`src/logic/uart_pkg.sv`:
```
`default_nettype none

package uart_pkg;

    //////////////////////////////////////////////////
    // Register map

    localparam logic [1:0] addr_data    = 2'd0;  // Write sends, read returns rx byte
    localparam logic [1:0] addr_status  = 2'd1;
    localparam logic [1:0] addr_ctrl    = 2'd2;
    localparam logic [1:0] addr_divisor = 2'd3;

    // CTRL bit positions
    localparam int ctrl_tx_en       = 0;
    localparam int ctrl_rx_en       = 1;
    localparam int ctrl_parity_en   = 2;
    localparam int ctrl_even_parity = 3;
    localparam int ctrl_two_stop    = 4;

    // STATUS bit positions
    localparam int st_tx_idle    = 0;
    localparam int st_rx_valid   = 1;
    localparam int st_err_frame  = 2;
    localparam int st_err_parity = 3;
    localparam int st_overrun    = 4;
    localparam int st_rx_parity  = 5;  // Parity bit of the last frame

    //////////////////////////////////////////////////
    // Parity bit that goes with a byte
    // Even mode gives an even count of ones over data and parity

    function automatic logic parity_bit(input logic [7:0] data, input logic even);
        logic ones_odd;
        ones_odd = ^data;
        return even ? ones_odd : ~ones_odd;
    endfunction

endpackage

`default_nettype wire

```
`src/logic/uart_regs.sv`:
```
`timescale 1ns/1ns
`default_nettype none

module uart_regs
    import uart_pkg::*;
#(
    parameter int div_width = 16
) (
    input  logic                 clk,
    input  logic                 rst,

    // Register bus
    input  logic                 bus_we,
    input  logic                 bus_re,
    input  logic [1:0]           bus_addr,
    input  logic [31:0]          bus_wdata,

    // Frame configuration
    output logic                 tx_en,
    output logic                 rx_en,
    output logic                 parity_en,
    output logic                 even_parity,
    output logic                 two_stop,
    output logic [div_width-1:0] divisor,

    // Strobes
    output logic                 tx_start,
    output logic [7:0]           tx_data,
    output logic                 data_read
);

    logic [4:0] ctrl_q;

    //////////////////////////////////////////////////
    // CTRL and DIVISOR registers

    always_ff @(posedge clk) begin
        if (rst) begin
            ctrl_q  <= '0;
            divisor <= '0;
        end else if (bus_we) begin
            if (bus_addr == addr_ctrl)
                ctrl_q <= bus_wdata[4:0];
            if (bus_addr == addr_divisor)
                divisor <= bus_wdata[div_width-1:0];
        end
    end

    assign tx_en       = ctrl_q[ctrl_tx_en];
    assign rx_en       = ctrl_q[ctrl_rx_en];
    assign parity_en   = ctrl_q[ctrl_parity_en];
    assign even_parity = ctrl_q[ctrl_even_parity];
    assign two_stop    = ctrl_q[ctrl_two_stop];

    //////////////////////////////////////////////////
    // DATA access strobes
    // The transmitter decides itself whether it takes the byte

    assign tx_start  = bus_we && (bus_addr == addr_data);
    assign tx_data   = bus_wdata[7:0];
    assign data_read = bus_re && (bus_addr == addr_data);  // Consumes rx buffer

endmodule

`default_nettype wire

```
`src/logic/uart_rx.sv`:
```
`timescale 1ns/1ns
`default_nettype none

module uart_rx
    import uart_pkg::*;
#(
    parameter int div_width = 16
) (
    input  logic                 clk,
    input  logic                 rst,
    input  logic                 rx_en,
    input  logic                 parity_en,
    input  logic                 even_parity,
    input  logic                 two_stop,
    input  logic [div_width-1:0] divisor,
    input  logic                 ser_rx,
    output logic                 rx_done,
    output logic [7:0]           rx_data,
    output logic                 rx_parity,
    output logic                 rx_err_parity,
    output logic                 rx_err_frame
);

    localparam logic [2:0] s_idle   = 3'd0;
    localparam logic [2:0] s_start  = 3'd1;
    localparam logic [2:0] s_data   = 3'd2;
    localparam logic [2:0] s_parity = 3'd3;
    localparam logic [2:0] s_stop   = 3'd4;

    logic               rx_meta;
    logic               rx_s;       // Synchronized line
    logic [2:0]         state;
    logic [div_width:0] cnt;
    logic [2:0]         bit_idx;
    logic               second_stop;
    logic               half_done;
    logic               bit_done;

    assign half_done = {cnt, 1'b0} > divisor;   // Middle of the start bit
    assign bit_done  = cnt > {1'b0, divisor};

    //////////////////////////////////////////////////
    // Two-flop synchronizer, idles high

    always_ff @(posedge clk) begin
        if (rst) begin
            rx_meta <= 1'b1;
            rx_s    <= 1'b1;
        end else begin
            rx_meta <= ser_rx;
            rx_s    <= rx_meta;
        end
    end

    //////////////////////////////////////////////////
    // Frame FSM

    always_ff @(posedge clk) begin
        if (rst) begin
            state         <= s_idle;
            cnt           <= '0;
            bit_idx       <= '0;
            second_stop   <= 1'b0;
            rx_done       <= 1'b0;
            rx_parity     <= 1'b0;
            rx_err_parity <= 1'b0;
            rx_err_frame  <= 1'b0;
        end else begin
            rx_done <= 1'b0;
            cnt     <= cnt + 1'b1;
            case (state)
                s_idle: begin
                    cnt <= '0;
                    if (rx_en && !rx_s)
                        state <= s_start;
                end
                s_start: begin
                    if (half_done) begin
                        cnt <= '0;
                        if (rx_s) begin
                            state <= s_idle;    // Glitch, not a start bit
                        end else begin
                            rx_parity     <= 1'b0;
                            rx_err_parity <= 1'b0;
                            rx_err_frame  <= 1'b0;
                            bit_idx       <= '0;
                            second_stop   <= 1'b0;
                            state         <= s_data;
                        end
                    end
                end
                s_data: begin
                    if (bit_done) begin
                        cnt     <= '0;
                        rx_data <= {rx_s, rx_data[7:1]};  // LSB first
                        bit_idx <= bit_idx + 1'b1;
                        if (bit_idx == 3'd7)
                            state <= parity_en ? s_parity : s_stop;
                    end
                end
                s_parity: begin
                    if (bit_done) begin
                        cnt           <= '0;
                        rx_parity     <= rx_s;
                        rx_err_parity <= rx_s != parity_bit(rx_data, even_parity);
                        state         <= s_stop;
                    end
                end
                s_stop: begin
                    if (bit_done) begin
                        cnt <= '0;
                        if (!rx_s) begin
                            // Low stop bit ends the frame right here
                            rx_err_frame <= 1'b1;
                            rx_done      <= 1'b1;
                            state        <= s_idle;
                        end else if (two_stop && !second_stop) begin
                            second_stop <= 1'b1;
                        end else begin
                            rx_done <= 1'b1;
                            state   <= s_idle;
                        end
                    end
                end
                default: state <= s_idle;
            endcase
        end
    end

endmodule

`default_nettype wire

```
`src/logic/uart_status.sv`:
```
`timescale 1ns/1ns
`default_nettype none

module uart_status
    import uart_pkg::*;
#(
    parameter int div_width = 16
) (
    input  logic                 clk,
    input  logic                 rst,
    input  logic                 bus_we,
    input  logic                 bus_re,
    input  logic [1:0]           bus_addr,
    input  logic                 data_read,
    input  logic                 tx_idle,
    input  logic                 rx_done,
    input  logic [7:0]           rx_data,
    input  logic                 rx_parity,
    input  logic                 rx_err_parity,
    input  logic                 rx_err_frame,
    input  logic [4:0]           ctrl_word,
    input  logic [div_width-1:0] divisor,
    output logic [31:0]          bus_rdata
);

    logic [7:0] rx_buf;
    logic       rx_valid;
    logic       overrun;
    logic       err_frame;
    logic       err_parity;
    logic       last_parity;
    logic [5:0] status_word;

    //////////////////////////////////////////////////
    // Receive buffer and flags

    always_ff @(posedge clk) begin
        if (rx_done && !rx_err_frame)
            rx_buf <= rx_data;
    end

    always_ff @(posedge clk) begin
        if (rst) begin
            rx_valid    <= 1'b0;
            overrun     <= 1'b0;
            err_frame   <= 1'b0;
            err_parity  <= 1'b0;
            last_parity <= 1'b0;
        end else begin
            if (data_read)
                rx_valid <= 1'b0;
            if (bus_we && bus_addr == addr_status)
                overrun <= 1'b0;
            if (rx_done) begin
                err_frame   <= rx_err_frame;    // Replaced every frame
                err_parity  <= rx_err_parity;
                last_parity <= rx_parity;
                if (rx_valid)
                    overrun <= 1'b1;            // Unread byte is lost
                if (!rx_err_frame)
                    rx_valid <= 1'b1;
            end
        end
    end

    always_comb begin
        status_word                = '0;
        status_word[st_tx_idle]    = tx_idle;
        status_word[st_rx_valid]   = rx_valid;
        status_word[st_err_frame]  = err_frame;
        status_word[st_err_parity] = err_parity;
        status_word[st_overrun]    = overrun;
        status_word[st_rx_parity]  = last_parity;
    end

    // Read data, held until the next read
    always_ff @(posedge clk) begin
        if (rst) begin
            bus_rdata <= '0;
        end else if (bus_re) begin
            bus_rdata <= '0;
            case (bus_addr)
                addr_data:    bus_rdata[7:0]           <= rx_buf;
                addr_status:  bus_rdata[5:0]           <= status_word;
                addr_ctrl:    bus_rdata[4:0]           <= ctrl_word;
                addr_divisor: bus_rdata[div_width-1:0] <= divisor;
            endcase
        end
    end

endmodule

`default_nettype wire

```
`src/logic/uart_top.sv`:
```
`timescale 1ns/1ns
`default_nettype none

module uart_top #(
    parameter int div_width = 16
) (
    input  logic        clk,
    input  logic        rst,
    input  logic        bus_we,
    input  logic        bus_re,
    input  logic [1:0]  bus_addr,
    input  logic [31:0] bus_wdata,
    output logic [31:0] bus_rdata,
    output logic        ser_tx,
    input  logic        ser_rx
);

    logic                 tx_en;
    logic                 rx_en;
    logic                 parity_en;
    logic                 even_parity;
    logic                 two_stop;
    logic [div_width-1:0] divisor;
    logic                 tx_start;
    logic [7:0]           tx_data;
    logic                 data_read;
    logic                 tx_idle;
    logic                 rx_done;
    logic [7:0]           rx_data;
    logic                 rx_parity;
    logic                 rx_err_parity;
    logic                 rx_err_frame;

    //////////////////////////////////////////////////
    // Decode

    uart_regs #(.div_width(div_width)) i_regs (
        .clk         (clk),
        .rst         (rst),
        .bus_we      (bus_we),
        .bus_re      (bus_re),
        .bus_addr    (bus_addr),
        .bus_wdata   (bus_wdata),
        .tx_en       (tx_en),
        .rx_en       (rx_en),
        .parity_en   (parity_en),
        .even_parity (even_parity),
        .two_stop    (two_stop),
        .divisor     (divisor),
        .tx_start    (tx_start),
        .tx_data     (tx_data),
        .data_read   (data_read)
    );

    //////////////////////////////////////////////////
    // Serial engines

    uart_tx #(.div_width(div_width)) i_tx (
        .clk         (clk),
        .rst         (rst),
        .tx_en       (tx_en),
        .parity_en   (parity_en),
        .even_parity (even_parity),
        .two_stop    (two_stop),
        .divisor     (divisor),
        .tx_start    (tx_start),
        .tx_data     (tx_data),
        .ser_tx      (ser_tx),
        .tx_idle     (tx_idle)
    );

    uart_rx #(.div_width(div_width)) i_rx (
        .clk           (clk),
        .rst           (rst),
        .rx_en         (rx_en),
        .parity_en     (parity_en),
        .even_parity   (even_parity),
        .two_stop      (two_stop),
        .divisor       (divisor),
        .ser_rx        (ser_rx),
        .rx_done       (rx_done),
        .rx_data       (rx_data),
        .rx_parity     (rx_parity),
        .rx_err_parity (rx_err_parity),
        .rx_err_frame  (rx_err_frame)
    );

    //////////////////////////////////////////////////
    // Result

    uart_status #(.div_width(div_width)) i_status (
        .clk           (clk),
        .rst           (rst),
        .bus_we        (bus_we),
        .bus_re        (bus_re),
        .bus_addr      (bus_addr),
        .data_read     (data_read),
        .tx_idle       (tx_idle),
        .rx_done       (rx_done),
        .rx_data       (rx_data),
        .rx_parity     (rx_parity),
        .rx_err_parity (rx_err_parity),
        .rx_err_frame  (rx_err_frame),
        // Same bit order as the CTRL register
        .ctrl_word     ({two_stop, even_parity, parity_en, rx_en, tx_en}),
        .divisor       (divisor),
        .bus_rdata     (bus_rdata)
    );

endmodule

`default_nettype wire

```
`src/logic/uart_tx.sv`:
```
`timescale 1ns/1ns
`default_nettype none

module uart_tx
    import uart_pkg::*;
#(
    parameter int div_width = 16
) (
    input  logic                 clk,
    input  logic                 rst,
    input  logic                 tx_en,
    input  logic                 parity_en,
    input  logic                 even_parity,
    input  logic                 two_stop,
    input  logic [div_width-1:0] divisor,
    input  logic                 tx_start,
    input  logic [7:0]           tx_data,
    output logic                 ser_tx,
    output logic                 tx_idle
);

    localparam logic [2:0] s_idle   = 3'd0;
    localparam logic [2:0] s_start  = 3'd1;
    localparam logic [2:0] s_data   = 3'd2;
    localparam logic [2:0] s_parity = 3'd3;
    localparam logic [2:0] s_stop   = 3'd4;

    logic [2:0]         state;
    logic [div_width:0] cnt;        // One bit wider than divisor
    logic [2:0]         bit_idx;
    logic               second_stop;
    logic [8:0]         pattern;    // Parity on top of the byte
    logic               bit_done;

    // Bit period is divisor+2 cycles
    assign bit_done = cnt > {1'b0, divisor};
    assign tx_idle  = (state == s_idle);

    always_ff @(posedge clk) begin
        if (rst) begin
            state       <= s_idle;
            cnt         <= '0;
            bit_idx     <= '0;
            second_stop <= 1'b0;
            ser_tx      <= 1'b1;
        end else begin
            cnt <= cnt + 1'b1;
            case (state)
                s_idle: begin
                    cnt <= '0;
                    if (tx_start && tx_en) begin
                        pattern <= {parity_bit(tx_data, even_parity), tx_data};
                        ser_tx  <= 1'b0;    // Start bit on the next cycle
                        state   <= s_start;
                    end
                end
                s_start: begin
                    if (bit_done) begin
                        cnt         <= '0;
                        ser_tx      <= pattern[0];
                        pattern     <= pattern >> 1;
                        bit_idx     <= '0;
                        second_stop <= 1'b0;
                        state       <= s_data;
                    end
                end
                s_data: begin
                    if (bit_done) begin
                        cnt     <= '0;
                        bit_idx <= bit_idx + 1'b1;
                        if (bit_idx == 3'd7) begin
                            // Only the parity bit is left in the pattern
                            if (parity_en) begin
                                ser_tx <= pattern[0];
                                state  <= s_parity;
                            end else begin
                                ser_tx <= 1'b1;
                                state  <= s_stop;
                            end
                        end else begin
                            ser_tx  <= pattern[0];
                            pattern <= pattern >> 1;
                        end
                    end
                end
                s_parity: begin
                    if (bit_done) begin
                        cnt    <= '0;
                        ser_tx <= 1'b1;
                        state  <= s_stop;
                    end
                end
                s_stop: begin
                    if (bit_done) begin
                        cnt <= '0;
                        if (two_stop && !second_stop)
                            second_stop <= 1'b1;    // Line stays high
                        else
                            state <= s_idle;
                    end
                end
                default: state <= s_idle;
            endcase
        end
    end

endmodule

`default_nettype wire

```
`config.mk`:
```
export PLATFORM = sky130hd
export DESIGN_NAME = uart_top
export DESIGN_NICKNAME = d
export VERILOG_FILES = /design/src/logic/uart_pkg.sv /design/src/logic/uart_regs.sv /design/src/logic/uart_rx.sv /design/src/logic/uart_status.sv /design/src/logic/uart_top.sv /design/src/logic/uart_tx.sv
export SDC_FILE = /design/constraint.sdc
export NUM_CORES = 1
export LEC_CHECK = 0
export BUFFER_PORTS_ARGS = -buffer_cell sky130_fd_sc_hd__clkbuf_2
export CAP_MARGIN = 20
export CORE_AREA = 2 2 135 137
export DETAILED_ROUTE_END_ITERATION = 12
export DIE_AREA = 0 0 137 139
export GPL_TIMING_DRIVEN = 0
export PLACE_DENSITY = 0.56
export REMOVE_ABC_BUFFERS = 1
export SLEW_MARGIN = 20
export SYNTH_ARGS = -nofsm -noshare
export SYNTH_HDL_FRONTEND = slang
export SYNTH_SLANG_ARGS = --single-unit
export TNS_END_PERCENT = 20
```
`constraint.sdc`:
```
create_clock -name clk -period 3.48 [get_ports clk]
set_input_delay 0.696 -clock clk [delete_from_list [all_inputs] [get_ports clk]]
set_output_delay 0.696 -clock clk [all_outputs]
set_load 0.1 [all_outputs]
```
### After elaboration in Yosys (flattened, before gate mapping)

Index checks and enable logic that the tools add are counted.

| operators by class | value |
|---|---|
| multiplexer cells | 74 |
| $add $sub $neg | 4 |
| magnitude comparators | 3 |
| reductions and logical operators | 40 |
| bitwise operators | 5 |
| equal/unequal tests | 34 |

Operators with widths:

| cell | count |
|---|---|
| $mux W3 | 21 |
| $mux W17 | 3 |
| $pmux W17 S3 | 1 |
| $mux W9 | 4 |
| $add A17 B1 Y17 const B | 2 |
| $gt A17 B16 Y1 | 2 |
| $pmux W17 S2 | 1 |
| $pmux W3 S5 | 2 |
| $mux W1 | 28 |
| $ne A2 B1 Y1 const B | 14 |
| $pmux W9 S3 | 1 |
| $pmux W5 S4 | 1 |
| $gt A18 B16 Y1 | 1 |
| $reduce_xor A8 Y1 | 2 |
| $reduce_and A7 Y1 | 2 |
| $eq A3 B2 Y1 const B | 4 |
| $eq A3 B3 Y1 const B | 4 |
| $pmux W3 S2 | 2 |
| $reduce_and A4 Y1 | 3 |
| $reduce_and A6 Y1 | 2 |
| $ne A2 B2 Y1 const B | 5 |
| $pmux W1 S2 | 5 |
| $reduce_and A5 Y1 | 2 |
| $reduce_bool A2 Y1 | 5 |
| 22 further kinds | 43 |

| storage, ports and cells | value |
|---|---|
| input bits | 39 |
| logic and storage cells | 186 |
| output and inout port bits | 33 |
| bits in registers | 122 |

### Depth between registers and ports, before layout

| logic depth | value |
|---|---|
| depth after elaboration | 6 |
| gate-level depth with buffers | 11 |
| depth with buffers taken out | 9 |

### Modules after synthesis

A second synthesis with hierarchy kept.

| second synthesis, totals | value |
|---|---|
| cell total of the unflattened synthesis | 748 |
| area, all modules | 7083.0 µm² |

By module, submodules not included:

| module | area each (µm²) | seq. area each (µm²) | cells each | times used |
|---|---|---|---|---|
| uart_rx | 2615.0 | 840.8 | 283 | 1 |
| uart_tx | 2137.0 | 770.7 | 233 | 1 |
| uart_status | 1337.5 | 660.6 | 135 | 1 |
| uart_regs | 993.5 | 420.4 | 97 | 1 |

### Worst setup path after synthesis

No wires, ideal clock.

| timing | value |
|---|---|
| kind | register -> register |
| start point | register i_regs.divisor[14] |
| end point | register i_tx.pattern[0], enable pin |
| cell stages (with the launch flop) | 9 |
| slack | 838 ps |
| data required time | 3102 ps |
| data arrival time | 2264 ps |
| setup time | 378 ps |
| cell sequence | dfxtp_1 -> inv_1 -> ha_1 -> nand4b_4 -> or3_1 -> o31a_1 -> o221ai_2 -> nand2_4 -> a21oi_1 |

| between the ends | value |
|---|---|
| word-level cells in the longest chain between the ends | 3 |
| elaborated cells between the ends (all ways) | 4 |
| those cells by class | order compare (1); eq/ne (2); reduce/logical (1) |

RTL lines:

| what | line | RTL |
|---|---|---|
| start, declared | uart_regs.sv:24 | `output logic [div_width-1:0] divisor,` |
| start signal, assigned | uart_regs.sv:45 | `divisor <= bus_wdata[div_width-1:0];` |
| $gt A17 B16 Y1 (*) | uart_tx.sv:36 | `assign bit_done = cnt > {1'b0, divisor};` |
| $ne A2 B1 Y1 (no source line) | -- |  |
| $reduce_and A6 Y1 (no source line) (*) | -- |  |
| end signal, assigned | uart_tx.sv:52 | `pattern <= {parity_bit(tx_data, even_parity), tx_data};` |
| end signal, assigned | uart_tx.sv:61 | `pattern <= pattern >> 1;` |
| end signal, assigned | uart_tx.sv:82 | `pattern <= pattern >> 1;` |
| end, declared | uart_tx.sv:32 | `logic [8:0] pattern;` |

Mark *: on every way between the ends. The rest lies on a longest branch, timed or not.
A chain may end at the register's enable or synchronous reset.

### Final worst setup path

Same ends and word-level chain as after synthesis.

==> flow_summary.yaml <==
outcome:
  status: "finished clean"
die:
  rows: 49
  ios: 72
  fp.dieH_um: 139
  core_area_mm2: 0.01766
  dieArea_mm2: 0.01904
  die_w_um: 137
  initial_core_util_pct: 37.92
synthesis:
  netlist_instances: 723
  ys_ff_latch: 122
  synthSimpleGateAreaFrac_pct: 19.57
  synth_top_family_by_area: "simple AND/OR/NAND/NOR gates"
  synth_ff_type: "dfxtp_1"
  yosysSeqAreaShare_pct: 40.22
  synth.mux.area_fraction_pct: 3.140
  synthXorXnorAreaFrac_pct: 6.279
  async_reset_ff_share_pct: 0
  synth_fa_ha_area_share_pct: 11.03
  synth_compound_area_share_pct: 13.87
  synth.distinct_cells: 66
  synth_area_mm2: 0.006695
  yosys_warnings: 0
  synth-edff-count: 25
  syn_avg_cell_area_um2: 9.260
cells_and_area:
  layout-drive-gt1-share_pct: 14.04
  layout.nets: 847
  antenna_cells: 0
  synthToLayoutAreaGrowth_pct: 13.77
min_path:
  hold_class: "reg2reg"
  worstHoldStart: "i_rx.rx_meta$_SDFF_PP1_"
  worstHoldPathCells: 1
  whs_endpoint: "i_rx.rx_s$_SDFF_PP1_"
setup_path:
  path_depth: 7
  crit_chain: "inv_1 -> ha_1 -> nand4b_4 -> or3_1 -> o221ai_2 -> nand2_4 -> a21oi_1"
  required_ns: 3.53
  timing.rr.end: "i_tx.pattern[0]$_DFFE_PP_"
  critPathCaptureType: "flop"
  max_stage_delay_ns: 0.71
  cp_max_fo: 9
  reg2reg_depth: 7
  crit_family: "compound AO/OA/AOI/OAI gates"
  crit_type: "reg2reg"
  rrSetupSlack_ns: 0.43
  crit_buf_inv: 1
  arrival_ns: 3.10
  cp_slowest_cell: "a21oi_1"
  r2r-start: "i_regs.divisor[14]$_SDFFE_PP0P_"
  critPathLaunchType: "flop"
drt:
  wl_per_cell_um: 15.79
  drcViolationCount: 0
  drt-pass1-iter-count: 5
  viasPerCell: 5.303
  wl_um: 15650
  num_vias: 5255
  drtIter0Drc: 396
  ant_nets: 0
grt:
  grt_max_degree: 60
  grtUsageTotal_pct: 17.11
  antenna_found_initial: 0
  grt_pass1_vias: 5116
  grt_overflow: 0
  grt_pass1_wl_um: 25620
clock_network:
  clock_path_buffers: 2
  cts_tree: "built"
  ctsResizeCount: 0
  clock-sinks: 122
  clock_latency_ns: 0.43
  path_clk_slew_ns: 0.06
  hold_buffers: 0
  htree_levels: 4
  cts_root_buf: "clkbuf_16"
  postCtsSetupBuffers: 0
  cts_buffers: 17
timing:
  setup_viol: 0
  relSlewSlack_pct: 43.93
  rsz0062_at_grt: "no"
  skew_ns: 0.009340
  fin_crit_sh_pct: 87.59
  finalHoldViolCount: 0
  final_max_slew_viol_count: 0
  setup_ws_ns: 0.4320
  fmax_mhz: 328.1
  worst_pin_slew_ns: 0.8411
  period_needed_ns: 3.048
power_and_ir_drop:
  powerDensity_mw_per_mm2: 516.8
  power_uw: 3937
  ir_drop_uv: 444.9
  p_leak_uw: 0.002978
flow_run:
  cap_viol_max_count: 0
placement:
  gp_congestion: 0.8322
  place_ws_ns: 0.3930
  dp_hpwl_um: 11550
  port_buffers: 39
[per-layer routing]
metal	GRT usage [%]	wire (um)	up-vias
met5	0	0	-
met4	6.186	304	0
met3	4.349	756	27
met2	28.65	7722	138
met1	21.07	6863	2495
li1	-	-	2595
[state kept, by name, indices dropped and copies added, names as in the netlist, 3 cells and up]
register and flops:
i_regs.ctrl_q 5, i_regs.divisor 16, i_rx.bit_idx 3, i_rx.cnt 17, i_rx.rx_data 8, i_rx.state 3
i_status.bus_rdata 16, i_status.rx_buf 8, i_tx.bit_idx 3, i_tx.cnt 17, i_tx.pattern 9, i_tx.state 3
[worst max path at each step]
stage / startpoint / to / slack (ns)
after floorplan: i_regs.divisor[14]$_SDFFE_PP0P_ / i_tx.pattern[0]$_DFFE_PP_ / 0.84
after global placement: rst / i_tx.pattern[6]$_DFFE_PP_ / -0.06
after detailed placement: i_regs.divisor[14]$_SDFFE_PP0P_ / i_tx.pattern[6]$_DFFE_PP_ / 0.39
after CTS: i_regs.divisor[14]$_SDFFE_PP0P_ / i_tx.pattern[0]$_DFFE_PP_ / 0.39
after global routing: i_regs.divisor[14]$_SDFFE_PP0P_ / i_tx.pattern[0]$_DFFE_PP_ / 0.19
final: i_regs.divisor[14]$_SDFFE_PP0P_ / i_tx.pattern[0]$_DFFE_PP_ / 0.43
[power breakdown]
group          switching (uW)  leakage (uW)  internal, uW
sequential               40.4       0.00101          1500
combinational             421       0.00167           175
clock                     719      0.000295          1080
total                    1180       0.00298          2760
[stage by stage]
step	cells	utilization, %	hold WS [ns]	setup TNS (ns)	cell area [um^2]
floorplan	690	-	0.3895	0	6495
global placement	958	39.51	0.4061	-0.5652	6977
detailed placement	959	39.71	0.3981	0	7012
CTS	991	43.14	0.4133	0	7617
global route	991	43.14	0.4259	0	7617
finish	991	43.14	0.4097	0	7617
[cell usage in the layout (no fill, tap or decap), drive strengths merged, types with 6 or more instances in the layout]
cell,n
a21o,12
a21oi,53
a22oi,6
a31oi,6
and3,8
clkbuf,56
conb,16
dfxtp,97
edfxtp,25
ha,59
inv,44
mux2,8
mux2i,12
nand2,75
nand2b,10
nand3,38
nand4,14
nor2,53
nor3,25
o21ai,17
xnor2,25
xor2,23
[worst register-to-register path: cells and delay by family, from the launching register on]
family,cells,cell delay (ns)
compound gates,2,1.16
fa+ha+maj,1,0.35
buf+inv,1,0.10
flops,1,0.36
simple gates,3,0.70
[layout make-up]
type | instances | area, um^2
sequential | 122 | 2693
fill | 1715 | 10040
clock buffer | 17 | 425.4
timing repair buffer | 40 | 225.2
multi-input combinational | 532 | 3672
inverter | 36 | 135.1
clock inverter | 15 | 180.2
tap | 229 | 286.5
[cells in the mapped netlist, types with 6 or more instances]
master | instances | area [um^2]
edfxtp_1 | 25 | 750.7
a21o_1 | 12 | 90.09
ha_1 | 59 | 738.2
nor3_1 | 15 | 75.07
mux2i_1 | 12 | 120.1
nand4_1 | 14 | 87.58
mux2_2 | 8 | 90.09
nor3_2 | 10 | 100.1
clkbuf_1 | 29 | 108.9
and3_1 | 8 | 50.05
o21ai_0 | 14 | 70.07
a21oi_1 | 52 | 260.3
nor2_1 | 53 | 198.9
xor2_1 | 23 | 201.4
nand3_1 | 38 | 190.2
xnor2_1 | 25 | 219.0
nand2_1 | 73 | 274.0
buf_4 | 16 | 120.1
nand2b_1 | 10 | 62.56
inv_1 | 36 | 135.1
a22oi_1 | 6 | 45.04
dfxtp_1 | 97 | 1942
[kinds of logic (layout without fill, tap and decap cells)]
group | Yosys count | in the layout
other cells | 1 | 16
simple gates | 254 | 254
flops | 122 | 122
mux | 20 | 20
buf+inv | 84 | 108
compound gates | 135 | 135
fa+ha+maj | 59 | 59
xor+xnor | 48 | 48
No activity file was read; power rests on OpenSTA's default activity.
